## config.mk

```make
export PLATFORM = sky130hd
export DESIGN_NAME = icache_miss_ctrl
export DESIGN_NICKNAME = d
export VERILOG_FILES = /design/src/hw/icache_pkg.sv /design/src/hw/icache_miss_ctrl.sv
export SDC_FILE = /design/constraint.sdc
export NUM_CORES = 1
export LEC_CHECK = 0
export BUFFER_PORTS_ARGS = -buffer_cell sky130_fd_sc_hd__buf_2
export CORE_AREA = 5 5 42 44
export DETAILED_ROUTE_END_ITERATION = 8
export DIE_AREA = 0 0 47 49
export PLACE_DENSITY = 0.38
export REMOVE_ABC_BUFFERS = 1
export SLEW_MARGIN = 10
export SYNTH_ARGS = -nofsm -noshare
export SYNTH_HDL_FRONTEND = slang
export SYNTH_SLANG_ARGS = --single-unit
```

## constraint.sdc

```tcl
create_clock -name clk_i -period 1.9 [get_ports clk_i]
set_input_delay 0.38 -clock clk_i [delete_from_list [all_inputs] [get_ports clk_i]]
set_output_delay 0.38 -clock clk_i [all_outputs]
set_load 0.02 [all_outputs]
```

## src/hw/icache_pkg.sv

```systemverilog
// Geometry constants of the two-way L1 instruction cache
// Vector types for addresses, tags, ways and data
// Miss controller state encoding
package icache_pkg;

  //////////////////////////////////////////////////
  // Geometry
  //////////////////////////////////////////////////

  localparam int icache_ways      = 2;
  localparam int icache_sets      = 256;
  localparam int block_bits       = 128;
  localparam int bank_bits        = 64;
  localparam int instr_bits       = 32;
  localparam int vaddr_bits       = 32;
  localparam int page_offset_bits = 12;
  localparam int ptag_bits        = 20;
  localparam int index_bits       = 8;
  localparam int way_bits         = 1;

  // Index and block offset fill the page offset, so the index is untranslated
  localparam int block_offset_bits = page_offset_bits - index_bits;

  // Dword and word select inside a line
  localparam int dword_sel_bit = 3;
  localparam int word_sel_bit  = 2;

  // Rows per data bank, one dword of one way each
  localparam int bank_rows = icache_sets * (block_bits / bank_bits);

  //////////////////////////////////////////////////
  // Types
  //////////////////////////////////////////////////

  typedef logic [vaddr_bits-1:0]  vaddr_t;
  typedef logic [ptag_bits-1:0]   ptag_t;
  typedef logic [index_bits-1:0]  index_t;
  typedef logic [way_bits-1:0]    way_t;

  // One bit per way, for hit and valid vectors
  typedef logic [icache_ways-1:0] way_mask_t;

  typedef logic [instr_bits-1:0]  instr_t;
  typedef logic [bank_bits-1:0]   bank_t;
  typedef logic [block_bits-1:0]  block_t;

  // Blocking miss sequence
  typedef enum logic [1:0] {
    e_ready,
    e_req,
    e_miss,
    e_recover
  } miss_state_e;

endpackage

```

## src/hw/icache_miss_ctrl.sv

```systemverilog
// Blocking miss FSM of the instruction cache
// Fill request strobe and recovery re-read trigger
`timescale 1ns/100ps

module icache_miss_ctrl
  import icache_pkg::*;
(
  input  logic clk_i,
  input  logic reset_i,
  input  logic tv_miss_i,
  input  logic cache_req_yumi_i,
  input  logic cache_req_complete_i,
  output logic cache_req_v_o,
  output logic ready_o,
  output logic recover_o
);

  miss_state_e state_r;
  miss_state_e state_n;

  assign ready_o   = (state_r == e_ready);
  assign recover_o = (state_r == e_recover);

  // Fresh miss in ready, then held until the engine takes it
  assign cache_req_v_o = (ready_o && tv_miss_i) || (state_r == e_req);

  always_comb
  begin
    state_n = state_r;
    case (state_r)
      e_ready:
      begin
        if (tv_miss_i)
        begin
          state_n = cache_req_yumi_i ? e_miss : e_req;
        end
      end
      e_req:
      begin
        if (cache_req_yumi_i)
        begin
          state_n = e_miss;
        end
      end
      e_miss:
      begin
        // Engine is done with all fills
        if (cache_req_complete_i)
        begin
          state_n = e_recover;
        end
      end
      e_recover:
      begin
        state_n = e_ready;
      end
      default:
      begin
        state_n = e_ready;
      end
    endcase
  end

  always_ff @(posedge clk_i)
  begin
    if (reset_i)
    begin
      state_r <= e_ready;
    end
    else
    begin
      state_r <= state_n;
    end
  end

endmodule

```

# Word-level counts from Yosys, hierarchy flattened

Cells that the tools add are included.

Register bits after elaboration: 2
Input port bits: 5

Equality and inequality tests: 6
Multiplexer cells: 5
Reductions and logical operators: 4

Operator list:

| cell                                                                  | count |
|---|---|
| 2-bit 2-to-1 mux                                                      | 4 |
| 2-bit case mux with 4 select lines                                    | 1 |
| 2-bit != test, second input constant                                  | 3 |
| 2-bit equality test, second input constant                            | 2 |
| 3-bit AND reduction                                                   | 1 |
| 2-bit by 1-bit equality test with 1-bit output, second input constant | 1 |
| 2-bit logical NOT                                                     | 1 |
| 1-bit logical AND                                                     | 1 |
| 1-bit logical OR                                                      | 1 |

# Depth between registers and ports, before layout

Word-level depth: 3
Depth in mapped cells: 5
Mapped depth without buffers: 5

# Worst setup path before layout

Ideal clock, no wire load.

Path type: reg-to-reg
Start: register state_r[0]
End: register state_r[0]
Arrival: 1505 ps
Data required time: 1779 ps
Path slack: 274 ps
Cell stages (with the launch flop): 5
Buffers on the path: 0
Clock period less this slack: 1626 ps
Path through: dfxtp_1 -> inv_1 -> ha_1 -> a222oi_1 -> mux2_2

Longest elaborated chain between the ends: 3

RTL lines:

| element                       | RTL line               | source |
|---|---|---|
| start, declared               | icache_miss_ctrl.sv:18 | `miss_state_e state_r;` |
| start signal, assigned        | icache_miss_ctrl.sv:68 | `state_r <= e_ready;` |
| start signal, assigned        | icache_miss_ctrl.sv:72 | `state_r <= state_n;` |
| 2-bit logical NOT *           | -                      |  |
| net ready_o                   | icache_miss_ctrl.sv:14 | `output logic ready_o,` |
| 2-bit != test (no line)       | -                      |  |
| 3-bit AND reduction (no line) | -                      |  |

Mark *: on every way through the listed nets, which the timed path passes. The rest lies on a longest branch.
A chain may end at the register's enable or synchronous reset.

# Worst setup path after layout

Start: register state_r[0]
End: register state_r[1]

Longest elaborated chain between the ends: 3

RTL lines:

| element                                           | RTL line               | source |
|---|---|---|
| 2-bit equality test, or another cell as far along | icache_miss_ctrl.sv:30 | `case (state_r)` |
| 2-bit != test (no line)                           | -                      |  |
| 3-bit AND reduction (no line)                     | -                      |  |

Several ways; a longest one is shown, not always the timed one.

==> summary.txt <==
Run status
  – Status: completed

Synthesis
  – Mux cell area share after synthesis: 17.3%
  – Syn. warnings: 0
  – Most common cell in the netlist: inv_1
  – Post-Synth Adder-Cell Area: a little over a quarter
  – XOR/XNOR share of the synthesized area: 0%
  – Share of synthesized flip-flops with an asynchronous set or reset: 0%
  – Largest family of logic cells by synthesized area: adder cells
  – Post-Syn Instances: 22
  – Yosys cell types: 10
  – Synth Area in Compound Gates: about an eighth
  – Synth cell count leaders: inv_1 (5), ha_1 (4), nor2_1 (3)
  – Avg Cell Area, Syn: 8.53 µm²
  – Seq/Total Area, Yosys: between 20% and 30%
  – Synth Register Bits: 2
  – Post-synth EDFFs: 0
  – Post-Syn Area: approximately 190 µm²
  – Main synth FF type: dfxtp_1
  – Simple-gate share of the synthesized area: roughly an eighth
  – Synth area leaders: ha_1 (27%), dfxtp_1 (21%), mux2_2 (12%)
  – Most area-hungry cell type in the Yosys netlist: ha_1
  – Top-area cell type share of the netlist area: 26.7%

Critical path
  – Slack of the worst reg-to-reg path: about 0.23 ns
  – CP Cell Sequence: inv_1 -> ha_1 -> a222oi_1 -> mux2_2
  – Reg2reg start: state_r[0]$_SDFFE_PP0P_
  – Critical path type: flip-flop to flip-flop
  – Crit-path max cell delay: 0.46 ns
  – CP max FO: 6
  – Critical Path Start Type: flip-flop
  – Worst EP required: approximately 2 ns
  – R2R depth: 4
  – Critical Path AT: roughly 1.8 ns
  – CP endpoint kind: flip-flop
  – Worst r2r dst: state_r[1]$_SDFFE_PP0P_
  – Crit path max-delay cell type: a222oi_1

Global routing
  – Gr usage total: under 10%
  – First-pass GRT wire length: about 650 µm
  – Vias in the first global route: ~160
  – Initial antenna violation count: 0
  – Largest net degree at the start of global routing: 7
  – Grt ovf: 0

Cells and area
  – FF+latch area: 40.0 µm²
  – Fillers: between 150 and 200
  – Design Area, Final: ~270 µm²
  – Max reg flops: 2
  – NumNets Final: 43
  – Largest register by flop count: state_r
  – Util after Layout: around a fifth
  – Largest regs: state_r (2)
  – # diodes: 0
  – Layout cells sized above 1: between 30% and 40%
  – Layout overhead on the synthesized area: 41.3%
  – Area of the multi-input gates: about 130 µm²

CTS
  – Clk sinks: 2
  – Worst skew pair latency: 0.22 ns
  – Clock-pin slew on the worst setup and hold paths: 0.03 ns
  – H-tree lvl count: 1
  – CTS root buffer: clkbuf_4
  – CTS Buffer Depth: 2
  – CTS tree: built
  – CTS Buf Count: 3
  – Setup Fix Bufs, Post-CTS: 0
  – Post-CTS Hold Buffers: 0
  – Cells resized by post-CTS repair: 0

Route
  – Drt pass-1 iters: 4
  – # DRC: 0
  – Post-DR wirelength/cell: just over 8 µm
  – Total wire length: between 300 and 400 µm
  – Drt initial violations: 9
  – Vias per cell: 3.60
  – Via count: approximately 170
  – Antenna Nets Post-Route: 0

Place
  – Dpl hpwl: around 330 µm
  – Gpl congestion: 0.667
  – Placed cell area: between 200 and 250 µm²
  – Port bufs: 7

Hold path
  – Cells on Worst Hold Path: 3
  – Hold path endpoint: state_r[0]$_SDFFE_PP0P_
  – Worst hold start: reset_i
  – HP Class: primary input to flip-flop

Die
  – I/O Pins: 8
  – Row cnt: 14
  – Die Height: about 49 µm
  – Core box area: approximately 1400 µm²
  – Die area: 2300 µm²
  – Initial Utilization: a little over an eighth
  – Die Wd: about 47 µm

STA
  – Hold Vio Cnt, Final: 0
  – Setup violations, final: 0
  – Crit share post-route: roughly 90%
  – Worst rel slew slack: 70.8%
  – Slew @ Worst Pin: roughly 0.44 ns
  – Unrepaired setup endpoints after global routing: no
  – Fin crit period: roughly 1.7 ns
  – Setup TNS Final: 0 ns
  – Fmax: 599 MHz
  – Final slew viol count: 0
  – Fin Clk Skew: 0.000319 ns

Power and ir drop
  – Pwr per Cell Area: roughly 1400 nW/µm²
  – VDD IR-drop max: approximately 0.56 mV
  – Leak pwr: between 0.1 and 0.15 nW

Job
  – Max Cap Viol: 0
[placed cells by master (no fill, tap or decap)]
master	synthesis	layout
a21o_1	1	1
a21oi_1	1	1
a222oi_1	1	1
buf_2	0	7
clkbuf_4	0	3
dfxtp_1	2	2
ha_1	4	4
inv_1	5	5
mux2_2	2	2
mux2i_1	1	1
nand2b_1	2	2
nor2_1	3	3
[logic make-up (layout without fill, tap and decap cells)]
family,Yosys count,count (layout)
muxes,3,3
AOI/OAI and AO/OA,3,3
DFF,2,2
buffers and inverters,5,15
adders and majority gates,4,4
and+or+nand+nor,5,5
[metrics by stage]
step                      hold WS (ns)  cells  power (mW)  setup slack, ns
final                            0.527     48       0.370            0.231
after global routing             0.533     48       0.415           0.0962
after CTS                        0.530     48       0.379            0.210
after detailed placement         0.714     45       0.282            0.208
after global placement           0.700     45       0.288            0.200
after floorplan                  0.605     22       0.232            0.274
[per-layer routing]
| layer | global-route usage, % | up-vias | wire, µm |
|---|---|---|---|
| li1 | - | 92 | - |
| met1 | 5.91 | 73 | 209 |
| met2 | 3.85 | 8 | 114 |
| met3 | 3.32 | 0 | 62 |
| met4 | 2.76 | 0 | 0 |
| met5 | 0 | - | 0 |
[worst max-delay path by stage]
stage                                  from  depth (start not counted)  slack (ns)                 endpoint
CTS                 state_r[0]$_SDFFE_PP0P_                          4        0.21  state_r[1]$_SDFFE_PP0P_
floorplan           state_r[0]$_SDFFE_PP0P_                          4        0.27  state_r[0]$_SDFFE_PP0P_
global route        state_r[0]$_SDFFE_PP0P_                          4         0.1  state_r[1]$_SDFFE_PP0P_
finish              state_r[0]$_SDFFE_PP0P_                          4        0.23  state_r[1]$_SDFFE_PP0P_
detailed placement  state_r[0]$_SDFFE_PP0P_                          4        0.21  state_r[1]$_SDFFE_PP0P_
global placement    state_r[0]$_SDFFE_PP0P_                          4        0.20  state_r[1]$_SDFFE_PP0P_
[power by group]
group | switching, mW | leakage, nW | internal, mW
clock | 0.0218 | 0.0138 | 0.0695
sequential | 0.0124 | 0.0165 | 0.0586
combinational | 0.115 | 0.118 | 0.0928
total | 0.149 | 0.148 | 0.221
[worst max-delay path, delay by kind of cell (launching register included)]
| family | cells | cell delay (ns) |
|---|---|---|
| compound gates | 1 | 0.46 |
| buf+inv | 1 | 0.09 |
| mux | 1 | 0.39 |
| fa+ha+maj | 1 | 0.27 |
| flops | 1 | 0.35 |
[cell type report]
type | instances | area share, %
sequential | 2 | 15.1
multi-input combinational | 15 | 48.6
clock buffer | 3 | 8.49
tap | 16 | 7.55
timing repair buffer | 7 | 13.2
inverter | 5 | 7.08
Note: power is estimated with default switching activity, not from simulation.
