--- config.mk ---
export PLATFORM = sky130hd
export DESIGN_NAME = icache_lru
export DESIGN_NICKNAME = d
export VERILOG_FILES = /design/src/hw/icache_pkg.sv /design/src/hw/icache_lru.sv
export SDC_FILE = /design/constraint.sdc
export NUM_CORES = 1
export LEC_CHECK = 0
export ABC_AREA = 1
export BUFFER_PORTS_ARGS = -buffer_cell sky130_fd_sc_hd__buf_2
export CORE_AREA = 3 3 164 230
export DETAILED_ROUTE_END_ITERATION = 10
export DIE_AREA = 0 0 167 233
export HOLD_SLACK_MARGIN = 0.12
export RECOVER_POWER = 25
export SLEW_MARGIN = 25
export SYNTH_ARGS = -nofsm -noshare
export SYNTH_HDL_FRONTEND = slang
export SYNTH_SLANG_ARGS = --single-unit
export TNS_END_PERCENT = 100
--- constraint.sdc ---
create_clock -name clk_i -period 2.49 [get_ports clk_i]
set_clock_uncertainty 0.1 [all_clocks]
set_input_delay 0.498 -clock clk_i [delete_from_list [all_inputs] [get_ports clk_i]]
set_output_delay 0.498 -clock clk_i [all_outputs]
set_load 0.02 [all_outputs]
--- src/hw/icache_pkg.sv ---
// Geometry constants of the two-way L1 instruction cache
// Vector types for addresses, tags, ways and data
// Miss controller state encoding
package icache_pkg;

  //////////////////////////////////////////////////
  // Geometry
  //////////////////////////////////////////////////

  localparam int icache_ways      = 2;
  localparam int icache_sets      = 256;
  localparam int block_bits       = 128;
  localparam int bank_bits        = 64;
  localparam int instr_bits       = 32;
  localparam int vaddr_bits       = 32;
  localparam int page_offset_bits = 12;
  localparam int ptag_bits        = 20;
  localparam int index_bits       = 8;
  localparam int way_bits         = 1;

  // Index and block offset fill the page offset, so the index is untranslated
  localparam int block_offset_bits = page_offset_bits - index_bits;

  // Dword and word select inside a line
  localparam int dword_sel_bit = 3;
  localparam int word_sel_bit  = 2;

  // Rows per data bank, one dword of one way each
  localparam int bank_rows = icache_sets * (block_bits / bank_bits);

  //////////////////////////////////////////////////
  // Types
  //////////////////////////////////////////////////

  typedef logic [vaddr_bits-1:0]  vaddr_t;
  typedef logic [ptag_bits-1:0]   ptag_t;
  typedef logic [index_bits-1:0]  index_t;
  typedef logic [way_bits-1:0]    way_t;

  // One bit per way, for hit and valid vectors
  typedef logic [icache_ways-1:0] way_mask_t;

  typedef logic [instr_bits-1:0]  instr_t;
  typedef logic [bank_bits-1:0]   bank_t;
  typedef logic [block_bits-1:0]  block_t;

  // Blocking miss sequence
  typedef enum logic [1:0] {
    e_ready,
    e_req,
    e_miss,
    e_recover
  } miss_state_e;

endpackage

--- src/hw/icache_lru.sv ---
// LRU bit per set with update on consumed hits
// Victim choice from the valid vector and the LRU bit
`timescale 1ns/100ps

module icache_lru
  import icache_pkg::*;
(
  input  logic      clk_i,
  input  logic      reset_i,
  input  logic      rd_v_i,
  input  index_t    rd_index_i,
  input  logic      upd_v_i,
  input  index_t    upd_index_i,
  input  way_t      upd_way_i,
  input  way_mask_t valid_i,
  output way_t      repl_way_o
);

  // Each entry names the next victim of its set
  way_t   lru_r [icache_sets];
  index_t rd_index_r;
  way_t   lru_way;

  always_ff @(posedge clk_i)
  begin
    if (reset_i)
    begin
      rd_index_r <= '0;
      for (int s = 0; s < icache_sets; s++)
      begin
        lru_r[s] <= '0;
      end
    end
    else
    begin
      if (rd_v_i)
      begin
        rd_index_r <= rd_index_i;
      end
      // Point away from the way just used
      if (upd_v_i)
      begin
        lru_r[upd_index_i] <= ~upd_way_i;
      end
    end
  end

  assign lru_way = lru_r[rd_index_r];

  // Lowest invalid way first, else the LRU choice
  always_comb
  begin
    repl_way_o = lru_way;
    for (int w = icache_ways - 1; w >= 0; w--)
    begin
      if (!valid_i[w])
      begin
        repl_way_o = way_t'(w);
      end
    end
  end

endmodule

== After elaboration in Yosys (flattened, before gate mapping) ==
Memories as Yosys holds them, arrays and structs flattened. A register that Yosys moved wholly into a read port is not among the register bits.
Cells that the tools add are included.
Word-level totals
  register bits after elaboration: 8
  RAM bits: 256
  input port bits: 23
  memories: 1
Operators by class
  bitwise gates (word level): 1
  mux-type cells: 12
  reduce and logical (&&, ||, !) cells: 1
Memory list
  lru_r: depth 256, bits a word 1, read ports 1, clocked after Yosys merged registers in 1, write ports 256, line icache_lru.sv:20  | way_t lru_r [icache_sets];
Operators by type and width (count)
  8-bit 2-to-1 mux: 3
  1-bit 2-to-1 mux: 9
  1-bit NOT: 1
  1-bit OR reduction: 1

== Depth between registers and ports, before layout ==
Gate-level depths: netlist of run 1.
  depth in word-level cells: 5
  depth in mapped cells: 15
  depth with buffers taken out: 13

== Worst setup path before layout of run 1 ==
Ideal clock, no wire load.
  path type: register to output
  start: reg (tool-made name)
  end: out repl_way_o
  setup slack: 0.431 ns
  path buffers: 2
  arrival: 1.461 ns
  stages on the path, launching flop included: 15
  required time: 1.892 ns
  cell sequence: dfxtp_1 -> buf_4 -> buf_4 -> nand2_1 -> nand3_1 -> nand3_1 -> nand3_1 -> nand3_1 -> nand3_1 -> nand2_1 -> nand2_1 -> nand3b_1 -> nand3_1 -> nand2_1 -> inv_1
RTL lines
  to (decl): line icache_lru.sv:16  | output way_t repl_way_o

==> impl_metrics.yaml, run 1 <==
cells_and_area:
  antennaDiodeCount: 0
  finish.net_count: 1602
  layout.area.seq_mm2: 0.00801
  utilization_pct: 44.8
  multi_input_area_mm2: 0.00529
  drive_gt1_share_pct: 10.6
  synthToLayoutAreaGrowth_pct: 12.9
  nFillCells: 3465
  finish.instance_area_mm2: 0.0161
place:
  preCtsSetupSlack_ps: -115
  placed_cell_area_mm2: 0.0150
  dp_hpwl_um: 24200
  gp_congestion: 0.828
  port_buffers: 23
power:
  p_int_uw: 7950
  p_comb_share_pct: 11.5
  seqPwrFrac_pct: 49.7
  p_sw_uw: 2720
  p_sw_share_pct: 25.5
  leakage_uw: 0.00533
  p_per_area_mw_per_mm2: 664
  peakVddDrop_uv: 443
  clkPwrFrac_pct: 38.8
worst_setup_path:
  slowest_delay_ps: 450
  crit_fanout: 20
  rr_worst_depth: 2
  cpMostUsedCell: "nand3_1"
  path_class: "flop to output pin"
  reg2reg_from: "rd_index_r[0]"
  ff2ff_setup_slack_ps: 1620
  arrival_ps: 2470
  end_kind: "output pin"
  timing.critical_path.to: "repl_way_o"
  startpoint_type: "flop"
  critPathSlowestCell: "dfxtp_4"
  path_cells: "inv_8, buf_6, buf_12, nand2_1, nand3_1, nand3_1, nand3_1, nand3_1, nand3_1, nand2_1, nand2_1, nand3_1, nand3_2, nand2_1, inv_1, buf_6"
  critPathRequiredTime_ps: 1890
drt:
  first_pass_iters: 6
  vias_per_cell: 5.76
  drc_errors: 0
  wl_per_cell_um: 19.7
  antenna_left: 0
  drt_iter0_drc: 1342
  routed_wl_um: 40700
  vias: 11900
grt:
  grt_pass1_wl_um: 64700
  grt_overflow: 0
  grt_max_degree: 145
  grt_use_total_pct: 20.8
  antenna_found_initial: 0
  grt_pass1_vias: 11500
sta:
  min_period_ps: 3060
  period_share_pct: 123
  finalSetupViolCount: 42
  rsz0062_at_grt: "yes"
  finalHoldViolCount: 0
  maxSlewHeadroom_pct: 9.81
  worstMarginPinSlew_ps: 1350
  slew_violations: 0
  fin_ws_ps: -573
  maxClockFrequency_ghz: 0.326
floorplanning:
  ios: 24
  dieArea_mm2: 0.0389
  die_h_um: 233
  rows: 82
  core_mm2: 0.0358
  start_util_pct: 39.7
  die_w_um: 167
synthesis:
  synth_seq_cells: 272
  synth_most_common_cell: "nand2_1"
  async_reset_ff_share_pct: 0
  syn_area_mm2: 0.0142
  avgSynthCellArea_um2: 8.74
  yosysWarnings: 0
  syn_nets: 1650
  synthTopCellsByArea: "edfxtp_1 (54%), o21ai_0 (9.1%), nand3_1 (8.9%), nor3_1 (8.8%), nand2_1 (8.3%)"
  synth_edf_count: 256
  synthFlopType: "edfxtp_1"
  synthCells: 1627
  seq_area_frac_synth_pct: 56.3
  synth_top_area_share_pct: 54.0
  ys_top_cells_by_count: "nand2_1 (314), o21ai_0 (259), edfxtp_1 (256), nand3_1 (253), nor3_1 (251)"
  yosysUniqueCellTypes: 15
  synth_top_cell_by_area: "edfxtp_1"
status:
  outcome: "finished, violations left"
  violations: "setup timing"
clock_network:
  h-tree-depth: 1
  cts_sinks: 272
  cts_tree: "done"
  clockRootBuffer: "clkbuf_16"
  cts_buffer_depth: 3
  clkLatencyLatePin_ps: 550
  cts_inserted_buffers: 28
  clk_pin_slew_ps: 60
run:
  maxCapViolCount: 0
min_path:
  min_path_type: "primary input to flop"
[kinds of logic (layout without fill, tap and decap cells)]
| kind of cell | count (synthesis) | after routing | share of synthesized area [%] |
|---|---|---|---|
| buffers and inverters | 229 | 203 | 7.25 |
| AND/OR/NAND/NOR | 867 | 867 | 27.3 |
| AO/OA/AOI/OAI | 259 | 259 | 9.11 |
| flip-flops | 272 | 272 | 56.3 |
[metal layers]
metal	share of wire [%]	track usage, %
met5	0	0
met4	5.1	11.4
met3	5.3	1.89
met2	51	36.3
met1	39	25.5
[worst max-delay path: cells and delay by family (launching register included)]
kind          cells  cell delay [ps]
buf+inv           5              560
flops             1              450
simple gates     11              900
[worst min-delay path by stage]
stage	from	endpoint	slack, ps	cells after the start
floorplan	rd_index_r[1]	flop	370	2
detailed placement	rd_index_r[4]	rd_index_r[4]	400	2
finish	rd_index_i[0]	flop	170	3
CTS	rd_index_i[1]	flop	160	3
global route	rd_index_i[1]	flop	190	3
global placement	rd_index_r[3]	rd_index_r[3]	390	2
[timing repair]
action / in CTS / in global routing
setup endpoints to repair: 1 / 1
hold endpoints to repair: 12 / 0
setup buffers: 2 / 0
cloned: 3 / 0
gates resized for setup: 32 / 1
pin swaps: 11 / 1
hold buffers: 6 / 0
[registers in the layout (all words and copies together) (netlist names), named ones only]
register    cells
rd_index_r      8
lru_r         256
[cell type report]
type / instances / area share (%)
sequential: 272 / 49.9
multi-input combinational: 1126 / 32.9
timing repair buffer: 111 / 7.06
clock buffer: 32 / 4.59
tap: 462 / 3.60
inverter: 40 / 0.990
clock inverter: 20 / 0.943
[stage by stage]
step / setup TNS, ps / total power (uW) / std cells / hold slack, ps
2_1_floorplan: 0 / 6120 / 1627 / 366
3_3_place_gp: -166 / 6530 / 2000 / 388
3_5_place_dp: -115 / 6550 / 2000 / 399
4_1_cts: -549 / 10700 / 2063 / 159
5_1_grt: -33060 / 11100 / 2063 / 195
6_report: -2210 / 10700 / 2063 / 172
[power by group through the flow]
stage	Combinational (uW)	Clock, uW	Sequential, uW
floorplan	763	0	5360
global placement	1140	0	5390
detailed placement	1150	0	5400
CTS	1230	4210	5300
global route	1350	4380	5320
finish	1220	4140	5300
[cell usage in the layout (no fill, tap or decap), drive strengths merged]
cell / netlist / routed
buf: 58 / 87
bufinv: 0 / 2
clkbuf: 131 / 50
clkinv: 0 / 17
clkinvlp: 0 / 2
dfxtp: 16 / 16
dlygate4sd3: 0 / 6
edfxtp: 256 / 256
inv: 40 / 39
nand2: 314 / 314
nand3: 253 / 253
nand3b: 1 / 1
nor2: 48 / 48
nor3: 251 / 251
o21ai: 259 / 259
Power figures use the tool's default switching activity.
==> run 2: changes to the inputs <==
CELL_PAD_IN_SITES_DETAIL_PLACEMENT = 0   (was default)
CELL_PAD_IN_SITES_GLOBAL_PLACEMENT = 2   (was default)
PLACE_DENSITY_LB_ADDON = 0.1   (was default)
clock period = 3.41 ns   (was 2.49 ns; I/O delays follow)
==> run 2 against run 1 <==
Effect of this change:
- the flow now finishes without violations
- hold slack better by 120 ps
- non-clock buffer count shrank 10
- die area is the same
- first-iteration DRC count is 21% lower
- register-to-register slack gained 960 ps
- combinational power fell by 19%
- wire length up 15%
- cell count decreased by 0.29%
- sequential share of layout area fell by 0.96 points
- via count decreased by 0.26%
- largest cell class unchanged
- largest power group unchanged
==> impl_metrics.yaml, run 2 (synthesis gave the netlist of run 1 again) <==
grt:
  grt_pass1_wl_um: 70700
  use_met2_pct: 41.4
  grt_pass1_vias: 11400
  top_usage_layer: "met2"
  grt_max_degree: 238
  grt_use_total_pct: 23.6
  antenna_found_initial: 0
  gr-usage-met1_pct: 30.9
  grt_overflow: 0
  met3_usage_pct: 2.29
clock_network:
  h-tree-depth: 1
  clockRootBuffer: "clkbuf_16"
  cts_hold_buf: 0
  cts_inserted_buffers: 30
  clkLatencyLatePin_ps: 560
  clk_pin_slew_ps: 60
  cts_buffer_depth: 3
  cts_tree: "done"
  cts_sinks: 272
sta:
  finalSetupViolCount: 0
  maxClockFrequency_ghz: 0.301
  worstMarginPinSlew_ps: 1040
  maxSlewHeadroom_pct: 30.1
  min_period_ps: 3320
  whs_ps: 289
  period_share_pct: 97.4
  slew_violations: 0
  finalHoldViolCount: 0
floorplanning:
  dieArea_mm2: 0.0389
  core_mm2: 0.0358
  start_util_pct: 39.7
  die_w_um: 167
  rows: 82
  ios: 24
  die_h_um: 233
cells_and_area:
  finish.net_count: 1594
  largest_register_ffs: 256
  synthToLayoutAreaGrowth_pct: 15.1
  final_common_cell: "nand2_1"
  drive_gt1_share_pct: 13.3
  final_cell_mix: "nand2_1 (308), o21ai_0 (259), edfxtp_1 (256), nor3_1 (251), nand3_1 (195)"
  finish.instance_area_mm2: 0.0164
  nFillCells: 3546
  regMostFlops: "lru_r"
  largest_registers: "lru_r: 256 flops, rd_index_r: 8 flops"
drt:
  antenna_left: 0
  first_pass_iters: 5
  vias: 11900
  drc_errors: 0
  drt_iter0_drc: 1062
  vias_per_cell: 5.76
  routed_wl_um: 46900
  wl_per_cell_um: 22.8
worst_setup_path:
  arrival_ps: 2540
  startpoint_type: "flop"
  critPathRequiredTime_ps: 2630
  end_kind: "output pin"
  path_class: "flop to output pin"
  crit_fanout: 7
place:
  gp_congestion: 0.800
  dp_hpwl_um: 26200
  port_buffers: 23
  placed_cell_area_mm2: 0.0146
power:
  seqPwrFrac_pct: 47.8
  leakage_uw: 0.00544
  p_int_uw: 6010
  p_per_area_mw_per_mm2: 495
  p_sw_uw: 2090
  p_comb_share_pct: 12.1
  clkPwrFrac_pct: 40.1
  p_sw_share_pct: 25.8
  peakVddDrop_uv: 435
run:
  maxCapViolCount: 0
status:
  outcome: "finished clean"
min_path:
  min_path_type: "primary input to flop"
[run 2: worst paths after layout]
check	depth (start not counted)	start	to	slack (ps)
setup / recovery	16	flop	repl_way_o	90
hold / removal	3	rd_index_i[4]	rd_index_r[4]	290
setup reg to reg	2	rd_index_r[1]	flop	2580
hold reg to reg	2	rd_index_r[3]	flop	410
[run 2: per-stage QoR]
step                      setup slack, ps  TNS (ps)  std cells  power, uW  utilization (%)
after global routing                -30.4     -30.4       2055       8400             45.7
after global placement                395         0       1983       4760             40.9
after CTS                           0.179         0       2042       8070             44.4
after floorplan                      1170         0       1627       4470                -
final                                87.8         0       2057       8100             45.7
after detailed placement              387         0       1983       4770             40.9
[run 2: area by class of cell]
cell class	instances	area (um2)	area share, %
diodes	2	5.00	0.0306
flip-flops and latches	272	8010	48.9
multi-input cells	1126	5560	34.0
clock inverters	10	73.8	0.451
clock buffers	44	897	5.48
well taps	462	578	3.53
repair buffers	101	1080	6.59
inverters	40	164	1.00
[run 2: power by group through the flow]
stage	registers (uW)	logic, uW	clock network [uW]
final	3870	983	3250
after global routing	3890	1080	3440
after CTS	3870	895	3300
after detailed placement	3940	834	0
after global placement	3940	827	0
after floorplan	3910	557	0
[run 2: worst max-delay path, cell delays in order (launching register included)]
cell	delay, ps
dfxtp_4	400
buf_12	150
buf_12	130
clkbuf_16	160
nand2_1	60
nand3_1	80
nand3_1	130
nand3_4	120
nand3_4	110
nand3_2	80
nand2_2	100
nand2_1	60
nand3_2	70
nand3_2	70
nand2_2	70
inv_2	30
buf_6	120
[run 2: per-layer routing]
| metal | up-vias | wire length (um) |
|---|---|---|
| met4 | 0 | 1530 |
| met2 | 299 | 23300 |
| met3 | 81 | 2200 |
| met5 | - | 0 |
| li1 | 5635 | - |
| met1 | 5837 | 19800 |
[run 2: what timing repair did]
action	in CTS	in global routing
buffers inserted	2	10
pin swaps	5	31
setup endpoints to repair	1	1
gates cloned	3	4
endpoints found under the hold margin	0	0
resized for setup	33	69
==> run 3: changes to the inputs <==
clock period = 3.9 ns   (was 3.41 ns; I/O delays follow)
==> run 3 against run 2 <==
Effect of this change:
- the run now ends with capacitance limit, slew limit left
- via count shrank 0.88%
- global-route usage shrank 0.37 points
- sequential cell count unchanged
- cell area shrank 6.1%
- setup slack improved by 29 ps
- die area is the same
==> impl_metrics.yaml, run 3 (synthesis gave the netlist of run 1 again) <==
place:
  port_buffers: 23
  placed_cell_area_mm2: 0.0145
  gp_congestion: 0.769
  dp.cells: 1966
  dp_hpwl_um: 25500
grt:
  grt_max_degree: 111
  grt_overflow: 0
  grt_pass1_vias: 11200
  antenna_found_initial: 2
  grt_use_total_pct: 23.3
  grt_pass1_wl_um: 69500
cells_and_area:
  final_cell_mix: "nand2_1 (313), o21ai_0 (259), edfxtp_1 (256), nand3_1 (253), nor3_1 (251)"
  final_common_cell: "nand2_1"
  layout.area.seq_mm2: 0.00802
  finish.net_count: 1559
  finish.instance_area_mm2: 0.0154
  drive_gt1_share_pct: 6.35
  stdcell_count: 2021
  synthToLayoutAreaGrowth_pct: 8.06
  largest_registers: "lru_r: 256 flops, rd_index_r: 8 flops"
  multi_input_area_mm2: 0.00519
  regMostFlops: "lru_r"
  largest_register_ffs: 256
  nFillCells: 3632
run:
  maxCapViolCount: 10
drt:
  drc_errors: 0
  first_pass_iters: 6
  vias: 11700
  drt_iter0_drc: 1004
  vias_per_cell: 5.81
  routed_wl_um: 45900
  antenna_left: 0
  wl_per_cell_um: 22.7
power:
  peakVddDrop_uv: 371
  leakage_uw: 0.00497
  p_comb_share_pct: 10.4
  p_int_uw: 5010
  p_sw_uw: 1770
  clkPwrFrac_pct: 39.7
  p_per_area_mw_per_mm2: 441
  seqPwrFrac_pct: 49.9
  p_sw_share_pct: 26.1
worst_setup_path:
  reg2reg_from: "rd_index_r[0]"
  cpMostUsedCell: "nand3_1"
  critPathSlowestCell: "dfxtp_4"
  path_class: "flop to output pin"
  startpoint_type: "flop"
  ff2ff_setup_slack_ps: 2720
  path_cells: "inv_16, buf_16, nand2_1, nand3_1, nand3_1, nand3_1, nand3_1, nand3_1, nand2_1, nand2_1, nand3b_1, nand3_1, nand2_1, inv_1, buf_2"
  arrival_ps: 2900
  timing.critical_path.to: "repl_way_o"
  end_kind: "output pin"
  crit_buf_inv: 4
  cp_num_cells: 15
  rr_worst_depth: 2
  slowest_delay_ps: 420
  critPathTopFamily: "simple AND/OR/NAND/NOR gates"
  crit_fanout: 44
  critPathRequiredTime_ps: 3020
sta:
  finalHoldViolCount: 0
  min_period_ps: 3780
  slew_violations: 297
  tns_ps: 0
  maxSlewHeadroom_pct: -37.5
  worstMarginPinSlew_ps: 2060
  period_share_pct: 97.0
  finalSetupViolCount: 0
  maxClockFrequency_ghz: 0.264
  rsz0062_at_grt: "no"
min_path:
  whs_path_depth: 3
  min_path_type: "primary input to flop"
clock_network:
  cts_tree: "done"
  cts_inserted_buffers: 29
  clkLatencyLatePin_ps: 570
  clockRootBuffer: "clkbuf_16"
  cts_sinks: 272
  h-tree-depth: 1
  cts_buffer_depth: 3
  clk_pin_slew_ps: 70
floorplanning:
  ios: 24
  rows: 82
  core_mm2: 0.0358
  start_util_pct: 39.7
  die_h_um: 233
  die_w_um: 167
  dieArea_mm2: 0.0389
status:
  outcome: "finished, violations left"
  violations: "capacitance limit, slew limit"
## run 3: how the worst min path moves through the flow
stage                        from            end  slack [ps]
finish              rd_index_i[2]  rd_index_r[2]         370
detailed placement  rd_index_r[5]  rd_index_r[5]         400
floorplan           rd_index_r[1]           flop         370
CTS                 rd_index_i[2]           flop         340
global placement    rd_index_r[3]  rd_index_r[3]         390
global route        rd_index_i[2]  rd_index_r[2]         380
## run 3: what timing repair did
action | in CTS | in global routing
resized for setup | 1 | 9
setup endpoints to repair | 1 | 1
gates cloned | 0 | 1
setup buffers | 0 | 0
hold buffers | 0 | 0
## run 3: cell type report
type | instances | area share, %
well taps | 462 | 3.76
repair buffers | 67 | 3.39
clock inverters | 14 | 0.643
inverters | 40 | 1.12
clock buffers | 39 | 5.17
diodes | 1 | 0.0163
flip-flops and latches | 272 | 52.2
multi-input cells | 1126 | 33.8
## run 3: metrics by stage
stage                     total power, uW  hold slack [ps]  worst slack [ps]  utilization [%]
after floorplan                      3910              366              1560                -
after global placement               4140              389               494             40.4
after detailed placement             4150              398               500             40.4
after CTS                            6840              345              3.15             42.9
after global routing                 7040              385              16.9             42.9
final                                6780              368               116             42.9
## run 3: worst reg2reg max path, delay by kind of cell, from the launching register on
family / cells / cell delay [ps]
simple gates: 1 / 510
compound gates: 1 / 80
flops: 1 / 310
## run 3: metal layers
layer	routed length (um)	vias up	track usage (%)
li1	-	5553	-
met1	19300	5873	30.5
met2	23400	267	41.4
met3	2270	53	2.50
met4	937	2	5.88
met5	13	-	0
## run 3: power groups by stage
stage / sequential [uW] / clock (uW) / combinational (uW)
after detailed placement: 3450 / 0 / 704
after global routing: 3400 / 2850 / 788
after global placement: 3440 / 0 / 697
final: 3380 / 2690 / 705
after floorplan: 3420 / 0 / 487
after CTS: 3380 / 2750 / 706
